<file path="config.mk">
export PLATFORM = sky130hd
export DESIGN_NAME = erx_regs_top
export DESIGN_NICKNAME = d
export VERILOG_FILES = /design/src/verilog/erx_pkg.sv /design/src/verilog/erx_wb_bridge.sv /design/src/verilog/erx_pkt_access.sv /design/src/verilog/erx_mi_arbiter.sv /design/src/verilog/erx_cfg.sv /design/src/verilog/erx_remap.sv /design/src/verilog/erx_regs_top.sv
export SDC_FILE = /design/constraint.sdc
export NUM_CORES = 1
export LEC_CHECK = 0
export ABC_AREA = 1
export BUFFER_PORTS_ARGS = -buffer_cell sky130_fd_sc_hd__buf_2
export CORE_MARGIN = 2
export CORE_UTILIZATION = 25
export CTS_CLUSTER_DIAMETER = 200
export DETAILED_ROUTE_END_ITERATION = 6
export PLACE_DENSITY_LB_ADDON = 0.12
export SLEW_MARGIN = 10
export SYNTH_ARGS = -nofsm -noshare
export SYNTH_HDL_FRONTEND = slang
export SYNTH_SLANG_ARGS = --single-unit
</file>
<file path="constraint.sdc">
create_clock -name clk -period 4 [get_ports clk]
set_clock_uncertainty 0.1 [all_clocks]
set_input_delay 0.2 -clock clk [delete_from_list [all_inputs] [get_ports clk]]
set_output_delay 0.2 -clock clk [all_outputs]
set_load 0.1 [all_outputs]
</file>
<file path="src/verilog/erx_pkg.sv">
// ##########################################################################
// erx register block shared definitions
// widths, register word indices and bridge FSM states
// ##########################################################################

package erx_pkg;

   // ########################################################################
   // data widths
   // ########################################################################
   typedef logic [31:0] data_t;     // register and packet data word
   typedef logic [31:0] addr_t;     // full link address
   typedef logic [14:0] mi_addr_t;  // memory interface byte address
   typedef logic [44:0] tap_t;      // 9 pins x 5 tap bits

   // ########################################################################
   // register word indices, decoded from addr[rfaw+1:2]
   // ########################################################################
   localparam int unsigned reg_cfg      = 0;  // mode bits, remap fields
   localparam int unsigned reg_offset   = 1;  // dynamic remap base
   localparam int unsigned reg_idelay0  = 2;  // taps, low nibbles
   localparam int unsigned reg_idelay1  = 3;  // taps, msbs and frame nibble
   localparam int unsigned reg_testdata = 4;  // test mode accumulator
   localparam int unsigned reg_status   = 5;  // sticky rx status
   localparam int unsigned reg_gpio     = 6;  // sampled pins

   // ########################################################################
   // host bridge FSM
   // ########################################################################
   typedef enum logic [1:0] {
      idle,        // no host cycle in flight
      wait_grant,  // request held toward arbiter
      ack          // read data capture, then one-cycle ack
   } bridge_state_t;

endpackage

</file>
<file path="src/verilog/erx_wb_bridge.sv">
// ##########################################################################
// wishbone classic slave bridge
// turns host cycles into memory interface requests, acks once per cycle
// ##########################################################################

module erx_wb_bridge (
   input  logic                clk,
   input  logic                nreset,
   // wishbone slave
   input  logic                wb_cyc,
   input  logic                wb_stb,
   input  logic                wb_we,
   input  erx_pkg::mi_addr_t   wb_adr,
   input  erx_pkg::data_t      wb_dat_i,
   output erx_pkg::data_t      wb_dat_o,
   output logic                wb_ack,
   // requester side toward arbiter
   output logic                req,
   output logic                we,
   output erx_pkg::mi_addr_t   addr,
   output erx_pkg::data_t      din,
   input  logic                gnt,
   // registered read data from the register file
   input  erx_pkg::data_t      mi_dout
);

   erx_pkg::bridge_state_t state;
   logic                   rd_wait;  // read granted, data one cycle away

   // host holds its fields for the whole cycle, pass them on as is
   assign req    = (state == erx_pkg::wait_grant);
   assign we     = wb_we;
   assign addr   = wb_adr;
   assign din    = wb_dat_i;
   assign wb_ack = (state == erx_pkg::ack) & ~rd_wait;  // single pulse

   always_ff @(posedge clk or negedge nreset) begin
      if (!nreset) begin
         state   <= erx_pkg::idle;
         rd_wait <= 1'b0;
      end else begin
         case (state)
            erx_pkg::idle: begin
               if (wb_cyc & wb_stb)
                  state <= erx_pkg::wait_grant;
            end
            erx_pkg::wait_grant: begin
               if (gnt) begin
                  state   <= erx_pkg::ack;
                  rd_wait <= ~wb_we;  // reads take one extra cycle
               end
            end
            erx_pkg::ack: begin
               if (rd_wait)
                  rd_wait <= 1'b0;    // mi_dout valid now, ack next
               else
                  state   <= erx_pkg::idle;
            end
            default: state <= erx_pkg::idle;
         endcase
      end
   end

   // capture read data so it stays valid through the ack cycle
   always_ff @(posedge clk) begin
      if ((state == erx_pkg::ack) && rd_wait)
         wb_dat_o <= mi_dout;
   end

endmodule

</file>
<file path="src/verilog/erx_pkt_access.sv">
// ##########################################################################
// link packet input stage
// splits chip-id register writes from data packets, applies test mode
// ##########################################################################

module erx_pkt_access #(
   parameter logic [11:0] chip_id = 12'h810
) (
   input  logic                clk,
   input  logic                nreset,
   // packet input
   input  logic                pkt_valid,
   output logic                pkt_ready,
   input  erx_pkg::addr_t      pkt_addr,
   input  erx_pkg::data_t      pkt_data,
   // register write requester, always a write
   output logic                req,
   output erx_pkg::mi_addr_t   addr,
   output erx_pkg::data_t      din,
   input  logic                gnt,
   // test mode
   input  logic                test_mode,
   output logic                test_access,
   output erx_pkg::data_t      test_data,
   // forwarded data packets toward remapper
   output logic                fwd_valid,
   output erx_pkg::addr_t      fwd_addr,
   output erx_pkg::data_t      fwd_data
);

   logic              xfer;       // packet accepted this edge
   logic              is_reg;     // address targets this chip
   logic              pend;       // register write waiting for grant
   erx_pkg::mi_addr_t pend_addr;
   erx_pkg::data_t    pend_data;

   assign xfer      = pkt_valid & pkt_ready;
   assign is_reg    = (pkt_addr[31:20] == chip_id);
   assign pkt_ready = ~pend;  // stall while a register write is held

   assign req  = pend;
   assign addr = pend_addr;
   assign din  = pend_data;

   always_ff @(posedge clk or negedge nreset) begin
      if (!nreset)
         pend <= 1'b0;
      else if (xfer & is_reg)
         pend <= 1'b1;
      else if (gnt)
         pend <= 1'b0;          // write lands on this edge
   end

   always_ff @(posedge clk) begin
      if (xfer & is_reg) begin
         pend_addr <= pkt_addr[14:0];  // byte address inside the block
         pend_data <= pkt_data;
      end
   end

   // data packets go straight to the remapper, which registers them
   assign fwd_valid = xfer & ~is_reg & ~test_mode;
   assign fwd_addr  = pkt_addr;
   assign fwd_data  = pkt_data;

   // test mode swallows data packets into the accumulator
   always_ff @(posedge clk or negedge nreset) begin
      if (!nreset)
         test_access <= 1'b0;
      else
         test_access <= xfer & ~is_reg & test_mode;
   end

   always_ff @(posedge clk) begin
      test_data <= pkt_data;    // qualified by test_access
   end

endmodule

</file>
<file path="src/verilog/erx_mi_arbiter.sv">
// ##########################################################################
// round-robin memory interface arbiter
// host and link requesters share one register file port
// ##########################################################################

module erx_mi_arbiter (
   input  logic                clk,
   input  logic                nreset,
   // host requester
   input  logic                host_req,
   input  logic                host_we,
   input  erx_pkg::mi_addr_t   host_addr,
   input  erx_pkg::data_t      host_din,
   output logic                host_gnt,
   // link requester, write only
   input  logic                link_req,
   input  erx_pkg::mi_addr_t   link_addr,
   input  erx_pkg::data_t      link_din,
   output logic                link_gnt,
   // shared memory interface
   output logic                mi_en,
   output logic                mi_we,
   output erx_pkg::mi_addr_t   mi_addr,
   output erx_pkg::data_t      mi_din
);

   logic last_link;  // 1 when the link side won the last grant

   // on a tie the side that lost last time goes first
   assign host_gnt = host_req & (~link_req | last_link);
   assign link_gnt = link_req & (~host_req | ~last_link);

   // ########################################################################
   // memory interface mux, same cycle as grant
   // ########################################################################
   assign mi_en   = host_gnt | link_gnt;
   assign mi_we   = link_gnt | (host_gnt & host_we);  // link always writes
   assign mi_addr = link_gnt ? link_addr : host_addr;
   assign mi_din  = link_gnt ? link_din  : host_din;

   always_ff @(posedge clk or negedge nreset) begin
      if (!nreset)
         last_link <= 1'b0;
      else if (mi_en)
         last_link <= link_gnt;
   end

endmodule

</file>
<file path="src/verilog/erx_cfg.sv">
// ##########################################################################
// receive configuration register file
// decode, sticky status, test accumulator, tap packing and readback
// ##########################################################################

module erx_cfg #(
   parameter logic [3:0] group = 4'h0,
   parameter int         rfaw  = 6
) (
   input  logic                clk,
   input  logic                nreset,
   // memory interface
   input  logic                mi_en,
   input  logic                mi_we,
   input  erx_pkg::mi_addr_t   mi_addr,
   input  erx_pkg::data_t      mi_din,
   output erx_pkg::data_t      mi_dout,
   // status and pins
   input  logic [8:0]          gpio_datain,
   input  logic [15:0]         rx_status,
   // test interface
   input  logic                test_access,
   input  erx_pkg::data_t      test_data,
   // config outputs
   output logic                test_mode,
   output logic [1:0]          remap_mode,
   output logic [11:0]         remap_sel,
   output logic [11:0]         remap_pattern,
   output erx_pkg::data_t      remap_base,
   output erx_pkg::tap_t       idelay_value,
   output logic                load_taps
);

   erx_pkg::data_t  cfg_reg;      // bits 1 and 29:28 kept for mmu and timer
   erx_pkg::data_t  offset_reg;
   erx_pkg::data_t  testdata_reg;
   logic [15:0]     status_reg;
   logic [8:0]      gpio_reg;
   erx_pkg::tap_t   idelay;       // raw idelay0/idelay1 contents

   logic            hit;          // group match
   logic [rfaw-1:0] idx;          // register word index
   logic            wr;
   logic            rd;

   // ########################################################################
   // address decode
   // ########################################################################
   assign hit = (mi_addr[11:8] == group);
   assign idx = mi_addr[rfaw+1:2];
   assign wr  = mi_en & mi_we & hit;
   assign rd  = mi_en & ~mi_we & hit;  // wrong group reads zero

   // ########################################################################
   // writable registers
   // ########################################################################
   always_ff @(posedge clk or negedge nreset) begin
      if (!nreset) begin
         cfg_reg      <= '0;
         offset_reg   <= '0;
         testdata_reg <= '0;
         status_reg   <= '0;
         idelay       <= '0;
      end else begin
         if (wr && idx == erx_pkg::reg_cfg)
            cfg_reg <= mi_din;
         if (wr && idx == erx_pkg::reg_offset)
            offset_reg <= mi_din;
         // write wins over accumulate
         if (wr && idx == erx_pkg::reg_testdata)
            testdata_reg <= mi_din;
         else if (test_access)
            testdata_reg <= testdata_reg + test_data;  // wraps mod 2^32
         // sticky, a write replaces
         if (wr && idx == erx_pkg::reg_status)
            status_reg <= mi_din[15:0];
         else
            status_reg <= status_reg | rx_status;
         if (wr && idx == erx_pkg::reg_idelay0)
            idelay[31:0] <= mi_din;
         if (wr && idx == erx_pkg::reg_idelay1)
            idelay[44:32] <= mi_din[12:0];
      end
   end

   // pins sampled every cycle, load strobe one cycle after idelay1 write
   always_ff @(posedge clk or negedge nreset) begin
      if (!nreset) begin
         gpio_reg  <= '0;
         load_taps <= 1'b0;
      end else begin
         gpio_reg  <= gpio_datain;
         load_taps <= wr && (idx == erx_pkg::reg_idelay1);
      end
   end

   // ########################################################################
   // config fields
   // ########################################################################
   assign test_mode     = cfg_reg[0];
   assign remap_mode    = cfg_reg[3:2];
   assign remap_sel     = cfg_reg[15:4];
   assign remap_pattern = cfg_reg[27:16];
   assign remap_base    = offset_reg;

   // per pin, d0 up to frame: msb from idelay1, nibble from the low words
   always_comb begin
      for (int i = 0; i < 9; i++)
         idelay_value[5*i +: 5] = {idelay[36+i], idelay[4*i +: 4]};
   end

   // ########################################################################
   // readback, one cycle latency
   // ########################################################################
   always_ff @(posedge clk or negedge nreset) begin
      if (!nreset)
         mi_dout <= '0;
      else if (rd) begin
         case (idx)
            erx_pkg::reg_cfg:      mi_dout <= cfg_reg;
            erx_pkg::reg_offset:   mi_dout <= offset_reg;
            erx_pkg::reg_testdata: mi_dout <= testdata_reg;
            erx_pkg::reg_status:   mi_dout <= {16'b0, status_reg};
            erx_pkg::reg_gpio:     mi_dout <= {23'b0, gpio_reg};
            default:               mi_dout <= '0;  // idelay is write only
         endcase
      end else
         mi_dout <= '0;
   end

endmodule

</file>
<file path="src/verilog/erx_remap.sv">
// ##########################################################################
// forwarded packet address remapper
// static bit-select or dynamic base offset, registered output
// ##########################################################################

module erx_remap (
   input  logic             clk,
   input  logic             nreset,
   input  logic             fwd_valid,
   input  erx_pkg::addr_t   fwd_addr,
   input  erx_pkg::data_t   fwd_data,
   input  logic [1:0]       remap_mode,     // 0 none, 1 static, 2 dynamic
   input  logic [11:0]      remap_sel,
   input  logic [11:0]      remap_pattern,
   input  erx_pkg::data_t   remap_base,
   output logic             out_valid,
   output erx_pkg::addr_t   out_addr,
   output erx_pkg::data_t   out_data
);

   erx_pkg::addr_t new_addr;

   always_comb begin
      case (remap_mode)
         2'd1: new_addr = {(fwd_addr[31:20] & ~remap_sel) | (remap_pattern & remap_sel),
                           fwd_addr[19:0]};
         2'd2: new_addr = fwd_addr + remap_base;
         default: new_addr = fwd_addr;  // mode 3 behaves as none
      endcase
   end

   always_ff @(posedge clk or negedge nreset) begin
      if (!nreset)
         out_valid <= 1'b0;
      else
         out_valid <= fwd_valid;
   end

   always_ff @(posedge clk) begin
      if (fwd_valid) begin
         out_addr <= new_addr;
         out_data <= fwd_data;
      end
   end

endmodule

</file>
<file path="src/verilog/erx_regs_top.sv">
// ##########################################################################
// erx register block top level
// host bridge, packet stage, arbiter, register file and remapper
// ##########################################################################

module erx_regs_top #(
   parameter logic [11:0] chip_id = 12'h810,
   parameter logic [3:0]  group   = 4'h0,
   parameter int          rfaw    = 6
) (
   input  logic                clk,
   input  logic                nreset,
   // wishbone host port
   input  logic                wb_cyc,
   input  logic                wb_stb,
   input  logic                wb_we,
   input  erx_pkg::mi_addr_t   wb_adr,
   input  erx_pkg::data_t      wb_dat_i,
   output erx_pkg::data_t      wb_dat_o,
   output logic                wb_ack,
   // link packets in
   input  logic                pkt_valid,
   output logic                pkt_ready,
   input  erx_pkg::addr_t      pkt_addr,
   input  erx_pkg::data_t      pkt_data,
   // remapped packets out
   output logic                out_valid,
   output erx_pkg::addr_t      out_addr,
   output erx_pkg::data_t      out_data,
   // pins and io delay
   input  logic [8:0]          gpio_datain,
   input  logic [15:0]         rx_status,
   output erx_pkg::tap_t       idelay_value,
   output logic                load_taps
);

   // host requester
   logic              host_req, host_we, host_gnt;
   erx_pkg::mi_addr_t host_addr;
   erx_pkg::data_t    host_din;
   // link requester
   logic              link_req, link_gnt;
   erx_pkg::mi_addr_t link_addr;
   erx_pkg::data_t    link_din;
   // memory interface
   logic              mi_en, mi_we;
   erx_pkg::mi_addr_t mi_addr;
   erx_pkg::data_t    mi_din, mi_dout;
   // config and test
   logic              test_mode, test_access;
   erx_pkg::data_t    test_data, remap_base;
   logic [1:0]        remap_mode;
   logic [11:0]       remap_sel, remap_pattern;
   // forwarded packets
   logic              fwd_valid;
   erx_pkg::addr_t    fwd_addr;
   erx_pkg::data_t    fwd_data;

   erx_wb_bridge erx_wb_bridge_i (
      .clk, .nreset, .wb_cyc, .wb_stb, .wb_we, .wb_adr, .wb_dat_i, .wb_dat_o, .wb_ack,
      .req(host_req), .we(host_we), .addr(host_addr), .din(host_din), .gnt(host_gnt),
      .mi_dout
   );

   erx_pkt_access #(.chip_id(chip_id)) erx_pkt_access_i (
      .clk, .nreset, .pkt_valid, .pkt_ready, .pkt_addr, .pkt_data,
      .req(link_req), .addr(link_addr), .din(link_din), .gnt(link_gnt),
      .test_mode, .test_access, .test_data, .fwd_valid, .fwd_addr, .fwd_data
   );

   erx_mi_arbiter erx_mi_arbiter_i (
      .clk, .nreset, .host_req, .host_we, .host_addr, .host_din, .host_gnt,
      .link_req, .link_addr, .link_din, .link_gnt,
      .mi_en, .mi_we, .mi_addr, .mi_din
   );

   erx_cfg #(.group(group), .rfaw(rfaw)) erx_cfg_i (
      .clk, .nreset, .mi_en, .mi_we, .mi_addr, .mi_din, .mi_dout,
      .gpio_datain, .rx_status, .test_access, .test_data,
      .test_mode, .remap_mode, .remap_sel, .remap_pattern, .remap_base,
      .idelay_value, .load_taps
   );

   erx_remap erx_remap_i (
      .clk, .nreset, .fwd_valid, .fwd_addr, .fwd_data,
      .remap_mode, .remap_sel, .remap_pattern, .remap_base,
      .out_valid, .out_addr, .out_data
   );

endmodule

</file>
==> flow_metrics.py <==
metrics = {
    "final_layout": {
        "nNetsFinal": 2846,
        "regMostFlops": "erx_cfg_i.idelay",
        "syn_to_final_growth_pct": 28.0,
        "largest_reg_flops": 45,
        "fillCellCount": 7890,
        "drive_above_1_share_pct": 15.8,
    },
    "yosys": {
        "ys_seq_area_share_pct": 53.1,
        "synth_cell_types": 48,
        "yosysMostFrequentCell": "nand2_1",
        "yosysTopAreaCellShare_pct": 27.6,
        "synth_seq_cells": 376,
        "synth_edf_count": 138,
        "ys_dominant_reg_cell": "dfrtp_1",
        "netlist_instances": 2229,
        "ys_warn_count": 0,
        "synth.net_count": 2437,
        "yosysTopAreaCell": "dfrtp_1",
        "ys_async_sr_fraction_pct": 54.8,
        "avgSynthCellArea_sq_um": 8.39,
        "synth_area_leaders": "dfrtp_1 (28%), edfxtp_1 (22%), nand2_1 (16%)",
        "yosys-top-cells-count": "nand2_1 (793), inv_1 (232), dfrtp_1 (206), o21ai_0 (149), nor2_1 (142)",
        "syn_area_sq_um": 18700,
    },
    "detailed_routing": {
        "drt-pass1-iter-count": 5,
        "drc": 0,
        "num_vias": 16005,
        "ant_nets": 0,
        "routedWlPerCell_um": 18.4,
        "viasPerCell": 4.39,
        "drtIter0Drc": 867,
        "wl_um": 67200,
    },
    "critical_path": {
        "worstSetupPathType": "flip-flop to flip-flop",
        "required_ns": 4.37,
        "worst-endpoint-arrival_ns": 3.76,
        "critPathBufInv": 4,
        "cp_slowest_cell": "dlygate4sd3_1",
        "crit_family": "buffers and inverters",
        "crit_top_cell": "nand2_2",
        "cp-end-kind": "flip-flop",
        "crit_fanout": 32,
        "critical_path.cell_chain": "inv_2, nor2_4, nand2_2, nand2_4, inv_2, nand2_1, nand2_2, nand2_2, nor2_4, buf_4, nand2_2, o21ai_0, o21ai_0, dlygate4sd3_1",
        "slowest_delay_ns": 0.58,
        "cp-start-kind": "flip-flop",
    },
    "global_routing": {
        "grt_usage_pct": 17.4,
        "antenna_found_initial": 2,
        "grt_overflow_total": 0,
        "grt_pass1_wl_um": 101000,
        "grt_pass1_vias": 16553,
        "grt_max_degree": 89,
    },
    "placed_design": {
        "numPortBuffers": 281,
        "gp_congestion": 0.875,
        "hpwl_um": 51400,
    },
    "worst_hold_path": {
        "hp-class": "input port to flip-flop",
    },
    "timing": {
        "holdWs_ns": 0.0110,
        "finalHoldViolations": 0,
        "period_needed_ns": 3.39,
        "rsz0062_at_grt": "no",
        "slew_headroom_pct": 29.1,
        "slew_violations": 0,
        "fmax_ghz": 0.295,
        "max_slew.worst_pin.slew_ns": 1.06,
        "fin_crit_sh_pct": 84.7,
        "setup_tns_ns": 0,
        "finalSetupViolations": 0,
    },
    "clock_network": {
        "cts_tree": "built",
        "clk_pin_slew_worst_paths_ns": 0.06,
        "cts_resized": 0,
        "cts_made_buffers": 46,
        "cts_setup_buffers": 0,
        "cts_buffer_depth": 3,
        "hold_buffers": 109,
        "cts.sinks": 376,
        "clk_latency_ns": 0.60,
        "root_buffer": "clkbuf_16",
        "htreeDepth": 2,
    },
    "power": {
        "powerDensity_nw_per_um2": 392,
        "leakagePower_nw": 11.6,
        "ir_drop_uv": 261,
    },
    "floorplan": {
        "die_w_um": 278,
        "start_util_pct": 25.2,
        "dieArea_sq_um": 77000,
        "core_sq_um": 74300,
        "die_h_um": 278,
        "placement_rows": 100,
        "ioPinCount": 287,
    },
    "flow_run": {
        "cap_violations": 0,
    },
    "status": {
        "outcome": "completed",
    },
}
[worst paths after layout]
kind | from | endpoint | slack (ns) | cells past startpoint
hold reg to reg | erx_cfg_i.mi_dout[22] | erx_wb_bridge_i.wb_dat_o[22] | 0.32 | 0
max in group asynchronous | nreset | erx_cfg_i.testdata_reg[27] | 2.63 | 3
min in group asynchronous | nreset | erx_cfg_i.mi_dout[18] | 0.13 | 2
setup reg to reg | erx_wb_bridge_i.state[0] | erx_cfg_i.status_reg[9] | 0.61 | 14
hold / removal | wb_dat_i[13] | erx_cfg_i.status_reg[13] | 0.01 | 3
setup / recovery | erx_wb_bridge_i.state[0] | erx_cfg_i.status_reg[9] | 0.61 | 14
[layer usage]
metal | global-route usage, % | vias to the layer above | share of wire (%)
li1 | - | 8071 | -
met1 | 23.4 | 7559 | 47
met2 | 29.4 | 293 | 47
met3 | 2.38 | 82 | 3.8
met4 | 4.45 | 0 | 2.3
met5 | 0 | - | 0
[cell families (layout without fill, tap and decap cells)]
logic type,count (synthesis),after routing,synth area share (%)
xor+xnor,17,17,0.796
fa+ha+maj,66,66,4.49
flops,376,376,53.1
other cells,0,4,0
buf+inv,291,738,6.09
mux,28,28,1.57
simple gates,1157,1157,25.8
compound gates,294,294,8.16
[where the power goes]
group | switching (W) | total [W] | leakage (nW) | internal (W)
Clock | 0.00176 | 0.00418 | 0.738 | 0.00242
Sequential | 0.0000442 | 0.00414 | 4.31 | 0.00409
Combinational | 0.000806 | 0.00107 | 6.60 | 0.000269
[tightest hold or removal path, cell delays in order]
cell and delay [ns]:
buf_2 0.08, mux2i_1 0.20, o21ai_1 0.18
[metrics by stage]
step                setup WS [ns]  util, %  power [W]  instances  cell area [sq um]
finish                      0.611     32.2    0.00939       3649              23900
global route                0.294     32.2    0.00977       3645              23900
CTS                         0.585     32.2    0.00955       3645              23900
detailed placement           1.03     28.7    0.00522       3450              21300
global placement             1.04     28.7    0.00521       3450              21300
floorplan                   0.420        -    0.00486       2229              18700
[area by class of cell]
cell class	instances	area, sq um	share of cell area [%]
Antenna cell	4	10.0	0.0418
Tap cell	969	1210	5.06
Multi-Input combinational cell	1562	7660	32.0
Inverter	236	886	3.70
Clock inverter	31	320	1.34
Timing Repair Buffer	416	2730	11.4
Sequential cell	376	9940	41.5
Clock buffer	55	1190	4.99
[layout by cell type (no fill, tap or decap), types with 9 or more instances in the layout]
master and count:
o21ai_0 149, clkinv_2 10, nor3_1 14, dfrtp_1 206
xor2_1 15, nor2_1 137, mux2i_1 18, dfxtp_1 32
or2_0 16, a21oi_1 86, dlygate4sd3_1 109, buf_4 24
o21ai_1 39, buf_2 280, and2_0 10, inv_1 232
ha_1 64, mux2_2 10, nand2_1 793, clkbuf_16 46
edfxtp_1 138, nand3b_1 9, nand3_1 130
Note: power is estimated with default switching activity, not from simulation.
